## config.mk

```make
export PLATFORM = sky130hd
export DESIGN_NAME = qspim_top
export DESIGN_NICKNAME = d
export VERILOG_FILES = /design/src/verilog/qspim_bus_pkg.sv /design/src/verilog/qspim_spi_pkg.sv /design/src/verilog/qspim_fifo.sv /design/src/verilog/qspim_wb_if.sv /design/src/verilog/qspim_ctrl.sv /design/src/verilog/qspim_top.sv
export SDC_FILE = /design/constraint.sdc
export NUM_CORES = 1
export LEC_CHECK = 0
export ABC_AREA = 1
export ABC_CLOCK_PERIOD_IN_PS = 4140
export BUFFER_PORTS_ARGS = -buffer_cell sky130_fd_sc_hd__buf_4
export CORE_ASPECT_RATIO = 0.6
export CORE_MARGIN = 2
export CORE_UTILIZATION = 50
export CTS_CLUSTER_SIZE = 30
export DETAILED_ROUTE_END_ITERATION = 10
export PLACE_DENSITY = 0.65
export REMOVE_ABC_BUFFERS = 1
export SYNTH_ARGS = -nofsm -noshare
export SYNTH_HDL_FRONTEND = slang
export SYNTH_SLANG_ARGS = --single-unit
```

## constraint.sdc

```tcl
create_clock -name mclk -period 4.14 [get_ports mclk]
set_input_delay 0.828 -clock mclk [delete_from_list [all_inputs] [get_ports mclk]]
set_output_delay 0.828 -clock mclk [all_outputs]
set_load 0.005 [all_outputs]
```

## src/verilog/qspim_bus_pkg.sv

```systemverilog
`default_nettype none

package qspim_bus_pkg;

    // ------------------------------------------------------------------------
    // Ports and queues
    // ------------------------------------------------------------------------
    localparam int NUM_PORTS      = 2;          // Direct + indirect
    localparam int CMD_FIFO_DEPTH = 4;          // Entries per command FIFO

    // Register word indexes, reg_sel = 1
    localparam logic [3:0] REG_CFG      = 4'd0;
    localparam logic [3:0] REG_IND_ADDR = 4'd1; // Write starts port-1 read
    localparam logic [3:0] REG_IND_DATA = 4'd2; // Port-1 result
    localparam logic [3:0] REG_STATUS   = 4'd3; // {valid, pending}

    // Cmd 0x03, single lane, no dummy
    localparam logic [31:0] CFG_RESET = 32'h0000_0003;

    // Memory window view of the address
    typedef struct packed {
        logic [3:0]  rsvd_hi;
        logic        reg_sel;                   // 0 here
        logic [2:0]  rsvd;
        logic [23:0] flash_addr;
    } wb_mem_addr_t;

    // Register view of the same word
    typedef struct packed {
        logic [3:0]  rsvd_hi;
        logic        reg_sel;                   // 1 here
        logic [20:0] rsvd;
        logic [3:0]  reg_idx;
        logic [1:0]  byte_off;
    } wb_reg_addr_t;

    typedef union packed {
        wb_mem_addr_t mem;
        wb_reg_addr_t regs;
    } wb_addr_u;

    // Configuration register layout
    typedef struct packed {
        logic [15:0] rsvd_hi;
        logic [3:0]  dummy_cnt;                 // Bits 15:12
        logic [2:0]  rsvd_lo;
        logic        quad;                      // Bit 8
        logic [7:0]  cmd;                       // Flash read opcode
    } cfg_reg_t;

endpackage

`default_nettype wire

```

## src/verilog/qspim_spi_pkg.sv

```systemverilog
`default_nettype none

package qspim_spi_pkg;

    localparam int SPI_CLK_DIV  = 2;            // mclk per sclk half period
    localparam int FLASH_ADDR_W = 24;
    localparam int DUMMY_W      = 4;

    // One queued flash read, 37 bits
    typedef struct packed {
        logic [FLASH_ADDR_W-1:0] flash_addr;
        logic [7:0]              cmd;
        logic                    quad;          // Addr and data on 4 lanes
        logic [DUMMY_W-1:0]      dummy_cnt;     // sclk periods
    } spi_cmd_t;

    // Controller result, valid is a pulse
    typedef struct packed {
        logic        valid;
        logic        port;                      // Owner of the result
        logic [31:0] data;                      // First byte in 7:0
    } spi_rsp_t;

    // ------------------------------------------------------------------------
    // Pad side
    // ------------------------------------------------------------------------
    typedef struct packed {
        logic       sclk;
        logic       csn;
        logic [3:0] sdo;
        logic [3:0] oen;                        // Active low per lane
    } spi_pad_out_t;

endpackage

`default_nettype wire

```

## src/verilog/qspim_fifo.sv

```systemverilog
`timescale 1ns/1ps
`default_nettype none

module qspim_fifo #(
    parameter int DEPTH = 4                             // Power of two
) (
    input  logic                    mclk,
    input  logic                    rst_i,
    input  logic                    push_i,             // Not while full
    input  qspim_spi_pkg::spi_cmd_t din_i,
    input  logic                    pop_i,
    output qspim_spi_pkg::spi_cmd_t dout_o,             // Show-ahead
    output logic                    full_o,
    output logic                    empty_o
);

    localparam int PTR_W = (DEPTH > 1) ? $clog2(DEPTH) : 1;

    qspim_spi_pkg::spi_cmd_t mem [DEPTH];
    logic [PTR_W-1:0]        wr_ptr_q;
    logic [PTR_W-1:0]        rd_ptr_q;
    logic [PTR_W:0]          cnt_q;                     // Entries held

    // Storage, no reset
    always_ff @(posedge mclk) begin
        if (push_i) mem[wr_ptr_q] <= din_i;
    end

    always_ff @(posedge mclk) begin
        if (rst_i) begin
            wr_ptr_q <= '0;
            rd_ptr_q <= '0;
            cnt_q    <= '0;
        end else begin
            if (push_i) wr_ptr_q <= wr_ptr_q + 1'b1;    // Wraps at DEPTH
            if (pop_i)  rd_ptr_q <= rd_ptr_q + 1'b1;
            if (push_i && !pop_i)      cnt_q <= cnt_q + 1'b1;
            else if (pop_i && !push_i) cnt_q <= cnt_q - 1'b1;
        end
    end

    assign dout_o  = mem[rd_ptr_q];
    assign full_o  = (cnt_q == (PTR_W+1)'(DEPTH));
    assign empty_o = (cnt_q == '0);

endmodule

`default_nettype wire

```

## src/verilog/qspim_wb_if.sv

```systemverilog
`timescale 1ns/1ps
`default_nettype none

module qspim_wb_if (
    input  logic                                 mclk,
    input  logic                                 rst_i,
    // Wishbone slave
    input  logic                                 wbd_stb_i,
    input  qspim_bus_pkg::wb_addr_u              wbd_adr_i,
    input  logic                                 wbd_we_i,
    input  logic [31:0]                          wbd_dat_i,
    input  logic [3:0]                           wbd_sel_i,
    output logic [31:0]                          wbd_dat_o,
    output logic                                 wbd_ack_o,
    // Command FIFOs
    output logic [qspim_bus_pkg::NUM_PORTS-1:0]  cmd_push_o,
    output qspim_spi_pkg::spi_cmd_t              cmd_o [qspim_bus_pkg::NUM_PORTS],
    input  logic [qspim_bus_pkg::NUM_PORTS-1:0]  cmd_full_i,
    // From controller
    input  qspim_spi_pkg::spi_rsp_t              rsp_i
);

    qspim_bus_pkg::cfg_reg_t cfg_q;
    logic        ack_q;
    logic [31:0] dat_q;
    logic        mem_pushed_q;                  // Direct read in flight
    logic        ind_pend_q;
    logic        ind_vld_q;
    logic [31:0] ind_data_q;
    logic [31:0] rd_data;
    logic        req;
    logic        reg_acc;
    logic [3:0]  idx;
    logic        rsp0;
    logic        rsp1;

    assign req     = wbd_stb_i && !ack_q;       // Not yet acked
    assign reg_acc = wbd_adr_i.regs.reg_sel;
    assign idx     = wbd_adr_i.regs.reg_idx;
    assign rsp0    = rsp_i.valid && !rsp_i.port;
    assign rsp1    = rsp_i.valid && rsp_i.port;

    // ------------------------------------------------------------------------
    // Command push, one per direct strobe or IND_ADDR write
    // ------------------------------------------------------------------------
    assign cmd_push_o[0] = req && !reg_acc && !wbd_we_i && !mem_pushed_q && !cmd_full_i[0];
    assign cmd_push_o[1] = req && reg_acc && wbd_we_i &&
                           (idx == qspim_bus_pkg::REG_IND_ADDR) && !cmd_full_i[1];

    assign cmd_o[0] = '{flash_addr: wbd_adr_i.mem.flash_addr, cmd: cfg_q.cmd,
                        quad: cfg_q.quad, dummy_cnt: cfg_q.dummy_cnt};
    assign cmd_o[1] = '{flash_addr: wbd_dat_i[qspim_spi_pkg::FLASH_ADDR_W-1:0],
                        cmd: cfg_q.cmd, quad: cfg_q.quad, dummy_cnt: cfg_q.dummy_cnt};

    // Register read mux
    always_comb begin
        case (idx)
            qspim_bus_pkg::REG_CFG:      rd_data = cfg_q;
            qspim_bus_pkg::REG_IND_DATA: rd_data = ind_vld_q ? ind_data_q : rsp_i.data;
            qspim_bus_pkg::REG_STATUS:   rd_data = {30'b0, ind_vld_q, ind_pend_q};
            default:                     rd_data = '0;  // IND_ADDR reads zero
        endcase
    end

    always_ff @(posedge mclk) begin
        if (rst_i) begin
            ack_q        <= 1'b0;
            cfg_q        <= qspim_bus_pkg::CFG_RESET;
            mem_pushed_q <= 1'b0;
            ind_pend_q   <= 1'b0;
            ind_vld_q    <= 1'b0;
        end else begin
            ack_q <= 1'b0;
            if (rsp1) begin                     // Port-1 result lands
                ind_pend_q <= 1'b0;
                ind_vld_q  <= 1'b1;
            end
            if (cmd_push_o[0]) mem_pushed_q <= 1'b1;
            if (cmd_push_o[1]) begin            // New indirect read
                ind_pend_q <= 1'b1;
                ind_vld_q  <= 1'b0;
                ack_q      <= 1'b1;
            end
            if (req && !reg_acc) begin
                if (wbd_we_i) begin
                    ack_q <= 1'b1;              // Window is read only
                end else if (rsp0 && mem_pushed_q) begin
                    ack_q        <= 1'b1;
                    mem_pushed_q <= 1'b0;
                end
            end
            if (req && reg_acc) begin
                case (idx)
                    qspim_bus_pkg::REG_CFG: begin
                        ack_q <= 1'b1;
                        if (wbd_we_i) begin
                            for (int b = 0; b < 4; b++) begin
                                if (wbd_sel_i[b]) cfg_q[8*b +: 8] <= wbd_dat_i[8*b +: 8];
                            end
                        end
                    end
                    qspim_bus_pkg::REG_IND_ADDR: begin
                        if (!wbd_we_i) ack_q <= 1'b1;   // Write acks on push
                    end
                    qspim_bus_pkg::REG_IND_DATA: begin
                        if (wbd_we_i || ind_vld_q || rsp1) begin
                            ack_q <= 1'b1;
                            if (!wbd_we_i) ind_vld_q <= 1'b0;
                        end
                    end
                    default: ack_q <= 1'b1;
                endcase
            end
        end
    end

    // Read data and indirect result
    always_ff @(posedge mclk) begin
        if (rsp1) ind_data_q <= rsp_i.data;
        dat_q <= reg_acc ? rd_data : rsp_i.data;
    end

    assign wbd_ack_o = ack_q;
    assign wbd_dat_o = dat_q;

endmodule

`default_nettype wire

```

## src/verilog/qspim_ctrl.sv

```systemverilog
`timescale 1ns/1ps
`default_nettype none

module qspim_ctrl (
    input  logic                                 mclk,
    input  logic                                 rst_i,
    input  qspim_spi_pkg::spi_cmd_t              cmd_i [qspim_bus_pkg::NUM_PORTS],
    input  logic [qspim_bus_pkg::NUM_PORTS-1:0]  cmd_empty_i,
    output logic [qspim_bus_pkg::NUM_PORTS-1:0]  cmd_pop_o,
    output qspim_spi_pkg::spi_rsp_t              rsp_o,
    output qspim_spi_pkg::spi_pad_out_t          spi_pad_o,
    input  logic [3:0]                           spi_sdi_i
);

    localparam int DIV_W = $clog2(qspim_spi_pkg::SPI_CLK_DIV) + 1;

    typedef enum logic [2:0] {
        ST_IDLE, ST_CMD, ST_ADDR, ST_DUMMY, ST_DATA, ST_DONE
    } state_t;

    state_t                             state_q;
    state_t                             nxt_state;
    logic [DIV_W-1:0]                   div_q;
    logic                               tick;       // Half period over
    logic                               sclk_q;
    logic                               csn_q;
    logic [4:0]                         bit_cnt_q;  // Periods left in phase
    logic [4:0]                         nxt_cnt;
    logic [4:0]                         data_cnt;
    logic                               quad_q;
    logic [qspim_spi_pkg::DUMMY_W-1:0]  dummy_q;
    logic                               port_q;
    logic [31:0]                        sft_q;      // {cmd, addr} out
    logic [31:0]                        rx_q;
    logic                               rsp_vld_q;
    logic                               rsp_port_q;
    logic [31:0]                        rsp_data_q;
    logic                               any_req;
    logic                               sel_port;
    logic                               quad_io;
    logic                               quad_rx;
    logic                               drv_lane0;

    // ------------------------------------------------------------------------
    // Fixed priority, lowest port wins
    // ------------------------------------------------------------------------
    always_comb begin
        any_req  = 1'b0;
        sel_port = 1'b0;
        for (int p = qspim_bus_pkg::NUM_PORTS - 1; p >= 0; p--) begin
            if (!cmd_empty_i[p]) begin
                any_req  = 1'b1;
                sel_port = 1'(p);
            end
        end
        for (int p = 0; p < qspim_bus_pkg::NUM_PORTS; p++) begin
            cmd_pop_o[p] = (state_q == ST_IDLE) && any_req && (sel_port == 1'(p));
        end
    end

    assign tick     = (div_q == DIV_W'(qspim_spi_pkg::SPI_CLK_DIV - 1));
    assign data_cnt = quad_q ? 5'd7 : 5'd31;

    // Next phase and its period count
    always_comb begin
        nxt_state = ST_DONE;
        nxt_cnt   = 5'd1;                       // DONE holds csn one period
        case (state_q)
            ST_CMD: begin
                nxt_state = ST_ADDR;
                nxt_cnt   = quad_q ? 5'd5 : 5'd23;
            end
            ST_ADDR: begin
                nxt_state = (dummy_q != '0) ? ST_DUMMY : ST_DATA;
                nxt_cnt   = (dummy_q != '0) ? 5'(dummy_q) - 5'd1 : data_cnt;
            end
            ST_DUMMY: begin
                nxt_state = ST_DATA;
                nxt_cnt   = data_cnt;
            end
            default: ;
        endcase
    end

    always_ff @(posedge mclk) begin
        if (rst_i) begin
            state_q   <= ST_IDLE;
            div_q     <= '0;
            sclk_q    <= 1'b0;
            csn_q     <= 1'b1;
            bit_cnt_q <= '0;
            quad_q    <= 1'b0;
            dummy_q   <= '0;
            port_q    <= 1'b0;
            sft_q     <= '0;
        end else begin
            div_q <= (state_q == ST_IDLE || tick) ? '0 : div_q + 1'b1;
            case (state_q)
                ST_IDLE: if (any_req) begin     // Pop and latch
                    state_q   <= ST_CMD;
                    csn_q     <= 1'b0;
                    bit_cnt_q <= 5'd7;
                    port_q    <= sel_port;
                    quad_q    <= cmd_i[sel_port].quad;
                    dummy_q   <= cmd_i[sel_port].dummy_cnt;
                    sft_q     <= {cmd_i[sel_port].cmd, cmd_i[sel_port].flash_addr};
                end
                ST_DONE: if (tick) begin        // csn high gap
                    if (bit_cnt_q == '0) state_q <= ST_IDLE;
                    else bit_cnt_q <= bit_cnt_q - 1'b1;
                end
                default: if (tick) begin
                    sclk_q <= !sclk_q;
                    if (sclk_q) begin           // Falling edge, next bits out
                        sft_q <= quad_io ? sft_q << 4 : sft_q << 1;
                        if (bit_cnt_q != '0) begin
                            bit_cnt_q <= bit_cnt_q - 1'b1;
                        end else begin
                            state_q   <= nxt_state;
                            bit_cnt_q <= nxt_cnt;
                            if (nxt_state == ST_DONE) csn_q <= 1'b1;
                        end
                    end
                end
            endcase
        end
    end

    // Sample on rising edge, MSB first per byte
    always_ff @(posedge mclk) begin
        if (tick && !sclk_q && state_q == ST_DATA) begin
            rx_q <= quad_q ? {rx_q[27:0], spi_sdi_i} : {rx_q[30:0], spi_sdi_i[1]};
        end
        rsp_port_q <= port_q;
        rsp_data_q <= {rx_q[7:0], rx_q[15:8], rx_q[23:16], rx_q[31:24]};
    end

    always_ff @(posedge mclk) begin
        if (rst_i) rsp_vld_q <= 1'b0;
        else       rsp_vld_q <= (state_q == ST_DONE) && (div_q == '0) && (bit_cnt_q == 5'd1);
    end

    assign rsp_o = '{valid: rsp_vld_q, port: rsp_port_q, data: rsp_data_q};

    // ------------------------------------------------------------------------
    // Lane drive, WP#/HOLD# high unless quad turns lanes around
    // ------------------------------------------------------------------------
    assign drv_lane0 = (state_q == ST_CMD) || (state_q == ST_ADDR);
    assign quad_io   = quad_q && (state_q == ST_ADDR);
    assign quad_rx   = quad_q && (state_q == ST_DUMMY || state_q == ST_DATA);

    assign spi_pad_o = '{sclk: sclk_q,
                         csn:  csn_q,
                         sdo:  quad_io ? sft_q[31:28] : {2'b11, 1'b0, sft_q[31]},
                         oen:  {quad_rx, quad_rx, !quad_io, !drv_lane0}};

endmodule

`default_nettype wire

```

## src/verilog/qspim_top.sv

```systemverilog
`timescale 1ns/1ps
`default_nettype none

module qspim_top (
    input  logic                        mclk,
    input  logic                        rst_i,
    // Wishbone slave
    input  logic                        wbd_stb_i,
    input  qspim_bus_pkg::wb_addr_u     wbd_adr_i,
    input  logic                        wbd_we_i,
    input  logic [31:0]                 wbd_dat_i,
    input  logic [3:0]                  wbd_sel_i,
    output logic [31:0]                 wbd_dat_o,
    output logic                        wbd_ack_o,
    // Flash pads
    output qspim_spi_pkg::spi_pad_out_t spi_pad_o,
    input  logic [3:0]                  spi_sdi_i
);

    logic [qspim_bus_pkg::NUM_PORTS-1:0] cmd_push;
    logic [qspim_bus_pkg::NUM_PORTS-1:0] cmd_pop;
    logic [qspim_bus_pkg::NUM_PORTS-1:0] cmd_full;
    logic [qspim_bus_pkg::NUM_PORTS-1:0] cmd_empty;
    qspim_spi_pkg::spi_cmd_t             cmd_wr [qspim_bus_pkg::NUM_PORTS];
    qspim_spi_pkg::spi_cmd_t             cmd_rd [qspim_bus_pkg::NUM_PORTS];
    qspim_spi_pkg::spi_rsp_t             rsp;

    qspim_wb_if u_wb_if (
        .mclk       (mclk),
        .rst_i      (rst_i),
        .wbd_stb_i  (wbd_stb_i),
        .wbd_adr_i  (wbd_adr_i),
        .wbd_we_i   (wbd_we_i),
        .wbd_dat_i  (wbd_dat_i),
        .wbd_sel_i  (wbd_sel_i),
        .wbd_dat_o  (wbd_dat_o),
        .wbd_ack_o  (wbd_ack_o),
        .cmd_push_o (cmd_push),
        .cmd_o      (cmd_wr),
        .cmd_full_i (cmd_full),
        .rsp_i      (rsp)
    );

    // One command queue per port
    for (genvar k = 0; k < qspim_bus_pkg::NUM_PORTS; k++) begin : g_port
        qspim_fifo #(.DEPTH(qspim_bus_pkg::CMD_FIFO_DEPTH)) u_cmd_fifo (
            .mclk    (mclk),
            .rst_i   (rst_i),
            .push_i  (cmd_push[k]),
            .din_i   (cmd_wr[k]),
            .pop_i   (cmd_pop[k]),
            .dout_o  (cmd_rd[k]),
            .full_o  (cmd_full[k]),
            .empty_o (cmd_empty[k])
        );
    end

    qspim_ctrl u_ctrl (
        .mclk        (mclk),
        .rst_i       (rst_i),
        .cmd_i       (cmd_rd),
        .cmd_empty_i (cmd_empty),
        .cmd_pop_o   (cmd_pop),
        .rsp_o       (rsp),
        .spi_pad_o   (spi_pad_o),
        .spi_sdi_i   (spi_sdi_i)
    );

endmodule

`default_nettype wire

```

==> Yosys cells after proc, flatten, opt, wreduce, memory -nomap -nowiden <==
Memory sizes are Yosys's and may differ from the RTL's. A register that Yosys moved wholly into a read port is not among the register bits.
Cells that the tools add are included.
Widths: inputs -> output; s select.
{ "word_totals": {"reg_bits": 230, "elab_cells": 212, "out_inout_bits": 43, "ramBits": 296, "n_memories": 2, "input_bits": 76} }
{ "op_classes": {"addsub": 11, "n_reduce_logical": 71, "n_lt_le_gt_ge": 1, "n_mux": 73, "bitwise_logic": 4, "n_eq_ne": 19} }
{ "memory_table": {"columns": ["memory", "words", "width", "read_ports", "rd_clocked_by_memory_dff", "write_ports", "line", "source"], "rows": [
  ["g_port[0].u_cmd_fifo.mem", 4, 37, 1, 1, 1, "qspim_fifo.sv:19", "qspim_spi_pkg::spi_cmd_t mem [DEPTH];"],
  ["g_port[1].u_cmd_fifo.mem", 4, 37, 1, 1, 1, "qspim_fifo.sv:19", null]
]} }
{ "ops": {"columns": ["cell", "n"], "rows": [
  ["$mux 32", 7],
  ["$mux 37", 3],
  ["$pmux 32 s3", 1],
  ["$pmux 32 s2", 1],
  ["$mux 5", 9],
  ["$mux 3", 11],
  ["$mux 1", 30],
  ["$logic_and 1x1->1", 25],
  ["$reduce_and 4->1", 5],
  ["$eq 3x3->1 const B", 5],
  ["$pmux 5 s3", 1],
  ["$logic_not 1->1", 14],
  ["$reduce_and 6->1", 2],
  ["$reduce_bool 2->1", 6],
  ["$add 2x1->2 const B", 5],
  ["$pmux 5 s2", 1],
  ["$logic_not 3->1", 3],
  ["$pmux 3 s3", 1],
  ["$eq 4x2->1 const B", 2],
  ["$mux 2", 4],
  ["$ne 2x1->1 const B", 4],
  ["$add 3x1->3 const B", 2],
  ["$eq 3x2->1 const B", 2],
  ["$pmux 3 s2", 1],
  ["other kinds (24)", 34]
]} }

==> Longest topological paths before layout <==
{ "logic_depth": {"depth_word": 13, "depth_mapped": 14, "depth_no_buf": 13} }

==> Cells and area by module <==
A second synthesis with hierarchy kept.
{ "unflattened": {"hier_cells": 2165, "hier_area_um2": 22043.6} }
{ "by_module_without_submodules": {"columns": ["module", "cells_per_inst", "instances", "area_per_inst_um2", "seq_area_each_um2"], "rows": [
  ["qspim_fifo", 416, 2, 5933.2, 4624.4],
  ["qspim_ctrl", 715, 1, 5412.7, 2642.5],
  ["qspim_wb_if", 618, 1, 4764.6, 2322.2]
]} }

==> Worst setup path before layout <==
OpenSTA, ideal clock, no wires.
{ "synth_path": {"path_kind": "input to register", "startpoint": "input wbd_we_i", "endpoint": "memory g_port[0].u_cmd_fifo.mem[0][0] (netlist bit), enable pin", "setup_slack_ns": 0.623, "required_ns": 3.709, "setup_time_ns": 0.431, "t_arrival_ns": 3.086, "path_buffers": 1, "cell_stages": 6, "path_cell_list": "clkbuf_1 -> nor2_1 -> nand2_1 -> nor2_1 -> inv_1 -> nor2_1"} }
{ "synth_via": {"elab_chain_cells": 6} }
{ "synth_rtl": {"columns": ["element", "line", "source"], "rows": [
  ["start: declaration", "qspim_top.sv:10", "input logic wbd_we_i,"],
  ["$logic_not 1->1", "qspim_wb_if.sv:46", "assign cmd_push_o[0] = req && !reg_acc && !wbd_we_i && !mem_pushed_q && !cmd_full_i[0];"],
  ["$logic_and 1x1->1 (3 in a row)", "qspim_wb_if.sv:46", null],
  ["via g_port[0].u_cmd_fifo.push_i", "qspim_fifo.sv:9", "input logic push_i,"],
  ["$mux 1", "qspim_fifo.sv:26", "if (push_i) mem[wr_ptr_q] <= din_i;"],
  ["$mux 1 (implied by the code)", "qspim_fifo.sv:26", null],
  ["end: declaration", "qspim_fifo.sv:19", null]
]} }
The timed path passes the listed nets, and every way through them passes these cells.

==> summary.md <==
| Metric | Value |
|---|---|
| Outcome | finished, final reports clean |
| Final slew viol count | 0 |
| CTS buffer count | 47 |
| Maxcap violations | 0 |
| Pre-antenna DRT Iters | 6 |
| CTS Root Cell | clkbuf_16 |
| Max VDD drop | between 600 and 700 uV |
| Setup Buffers After CTS | 0 |
| Layout Nets | 2245 |
| Req. time, crit path | 3.31 ns |
| Synth Warn # | 0 |
| Power Total | approximately 14 mW |
| Post-layout min period | 3.19 ns |
| DRT iter0 DRCs | roughly 1600 |
| Clk pin slew, worst setup/hold paths | 0.06 ns |
| Port Buffers | 111 |
| Cell area after layout | 24100 um2 |
| Critical path capture point type | output port |
| Die area | between 40000 and 50000 um2 |
| Clock Tree Buf Depth | 3 |
| Starting Density | 50.7% |
| Core ar. | 41900 um2 |
| Total vias in the final route | between 10000 and 15000 |
| Pwr/cell area | around 600 nW/um2 |
| Achievable Freq | 314 MHz |
| Commonest cells after routing, fill and taps aside | 369 x o21ai_0, 360 x edfxtp_1, 329 x nand2_1 |
| Area Overhead vs Synth | 13.5% |
| Gate Count Post-Synth | 2070 |
| RSZ-0062 raised after global routing | false |
| Clock Skews | between 0.015 and 0.02 ns |
| # rows | 58 |
| GR Util All Layers | around 23% |
| Setup slack, reg-to-reg | 1.65 ns |
| Layout cells sized above 1 | between 10% and 20% |
| Hold buffers post-CTS | 0 |
| Post-DRT Antenna Nets | 0 |
| Netlist cell types | 37 |
| R2r endpoint | g_port[1].u_cmd_fifo.cnt_q[2] |
| Boundary pin count | 119 |
| Final TNS setup | 0 ns |
| P_leak | 9.16 nW |
| Hold_sp | u_ctrl.port_q |
| Final GP Congestion | 0.833 |
| Gates resized, CTS repair | 0 |
| Final setup violation count | 0 |
| Grt ovf | 0 |
| Startpoint types | register |
| DP Wirelength | 32500 um |
| Avg Inst Size Synth | 10.3 um2 |
| Initial antenna violation count | 0 |
| Final WL | slightly above 50000 um |
| Worst path arrival time | 2.36 ns |
| Worst min path class | reg2reg |
| Most common cell after layout, fill and taps aside | o21ai_0 |
| Largest net degree at the start of global routing | between 70 and 80 |
| First-pass GRT wire length | 78000 um |
| Routed WL per cell | 18.6 um |
| CTS tree | built |
| Vias in the first global route | ~14000 |
| Fill cell count | 3525 |
| R2R Path Start | u_ctrl.state_q[2] |
| Worst Path Max Fanout | 11 |
| Ant diodes | 0 |
| TritonCTS Sinks | 530 |
| Die width | around 270 um |
| Worst reg2reg path depth | 11 |
| H-tree Lvls | 2 |
| Worst-Margin Slew | 1.19 ns |
| Worst skew pair latency | 0.57 ns |
| Synth Register Bits | 530 |
| Final period util | roughly 77% |
| DRC | 0 |
| Rel. slew slack | 20.8% |
| Hold Vio Cnt, Final | 0 |
| Die Y | 164 um |
| Area of the mapped netlist | between 20000 and 25000 um2 |
| Hold Path Depth | 0 |
| Hold Path Sink | u_ctrl.rsp_port_q |
| Sequential area share after synthesis | 67.0% |
| Post-DP Area | about 23000 um2 |
| Vias per cell | roughly 5.4 |
| Critical path type | reg2out |
-- report_power, final --
part / internal, mW / switching, mW / leakage (nW)
combinational: 1.14 / 2.68 / 3.65
clock: 2.35 / 1.89 / 0.729
sequential: 5.96 / 0.209 / 4.78
total: 9.44 / 4.78 / 9.16
-- layer usage --
layer  track usage, %  up-vias  part of all wire [%]  wire (um)
li1                 -     7211                     -          -
met4             4.85        0                   1.8        905
met1             34.9     7138                    48      24600
met3             3.72       71                   7.0       3610
met2             34.5      459                    43      22300
met5                0        -                     0          0
-- worst max-delay path by stage --
| stage | startpoint | endpoint | slack (ns) | cells past startpoint |
|---|---|---|---|---|
| 2_1_floorplan | wbd_adr_i[27] | g_port[0].u_cmd_fifo.mem[0][0] | 0.65 | 6 |
| 3_3_place_gp | wbd_adr_i[27] | g_port[1].u_cmd_fifo.cnt_q[2] | 0.91 | 13 |
| 3_5_place_dp | wbd_adr_i[27] | g_port[1].u_cmd_fifo.cnt_q[2] | 0.87 | 13 |
| 4_1_cts | u_ctrl.state_q[2] | spi_pad_o[4] | 1.00 | 7 |
| 5_1_grt | u_ctrl.state_q[2] | spi_pad_o[4] | 0.92 | 7 |
| 6_report | u_ctrl.state_q[2] | spi_pad_o[4] | 0.95 | 7 |
-- stage by stage --
stage	setup WS (ns)	std cells	util, %	hold slack (ns)
3_5_place_dp	0.869	2673	54.0	0.346
5_1_grt	0.919	2760	57.5	0.365
4_1_cts	1.00	2760	57.5	0.358
3_3_place_gp	0.908	2673	54.0	0.341
2_1_floorplan	0.653	1959	-	0.323
6_report	0.951	2760	57.5	0.358
-- area by class of cell --
cell class	count	area (um2)	area share (%)
clock buffer	71	1370	5.68
clock inverter	16	113	0.468
inverter	149	561	2.33
multi-input combinational	1280	6010	25.0
sequential	530	14200	59.0
tap	570	713	2.96
timing repair buffer	144	1090	4.54
-- synthesized netlist by cell type --
master	count	area [um2]
a21oi_2	1	8.76
nand4_1	2	12.5
a22oi_1	2	15.0
nand3_2	1	10.0
nand2_2	4	25.0
clkinv_1	1	3.75
nand3_1	48	240
xnor2_1	2	17.5
o21ai_1	13	65.1
nor2_1	338	1270
dfxtp_1	170	3400
buf_6	3	33.8
o21ai_0	369	1850
nor3_1	3	15.0
o221ai_1	6	52.6
xor2_1	2	17.5
o21a_1	8	60.1
inv_2	6	22.5
inv_1	142	533
nand3b_1	1	7.51
nor2_4	1	11.3
a21oi_1	88	440
nand2_4	1	11.3
nand2_1	329	1230
a31oi_1	3	18.8
a22o_1	30	263
buf_2	24	120
buf_1	17	63.8
edfxtp_1	360	10800
fa_1	2	40.0
nor2_2	1	6.26
clkbuf_1	57	214
a211oi_1	1	7.51
buf_4	10	75.1
ha_1	15	188
nor4_1	1	6.26
o22ai_1	8	50.1
-- flip-flops by register name, indices dropped and copies added, names as in the netlist, 2 cells and up, named ones only --
register / count
u_ctrl.bit_cnt_q: 5
g_port.u_cmd_fifo.rd_ptr_q: 4
g_port.u_cmd_fifo.wr_ptr_q: 4
u_ctrl.dummy_q: 4
g_port.u_cmd_fifo.cnt_q: 6
g_port.u_cmd_fifo.mem: 296
u_wb_if.cfg_q: 19
u_ctrl.sft_q: 32
u_wb_if.wbd_dat_o: 32
u_ctrl.state_q: 3
u_wb_if.cmd_o: 13
u_ctrl.rx_q: 32
u_ctrl.rsp_data_q: 32
u_ctrl.div_q: 2
u_wb_if.ind_data_q: 32
-- kinds of logic after synthesis --
kind of cell	share of synthesized area, %
buf+inv	5.02
flops	67.0
fa+ha+maj	1.07
xor+xnor	0.165
simple gates	13.4
compound gates	13.3
-- critical path, stage by stage, from the launching register on --
cell and delay (ns):
dfxtp_1 0.36, inv_2 0.15, nand3_1 0.41, nor2_1 0.22
buf_4 0.24, nand2_1 0.08, o21ai_0 0.14, buf_4 0.17
Power figures use the tool's default switching activity.
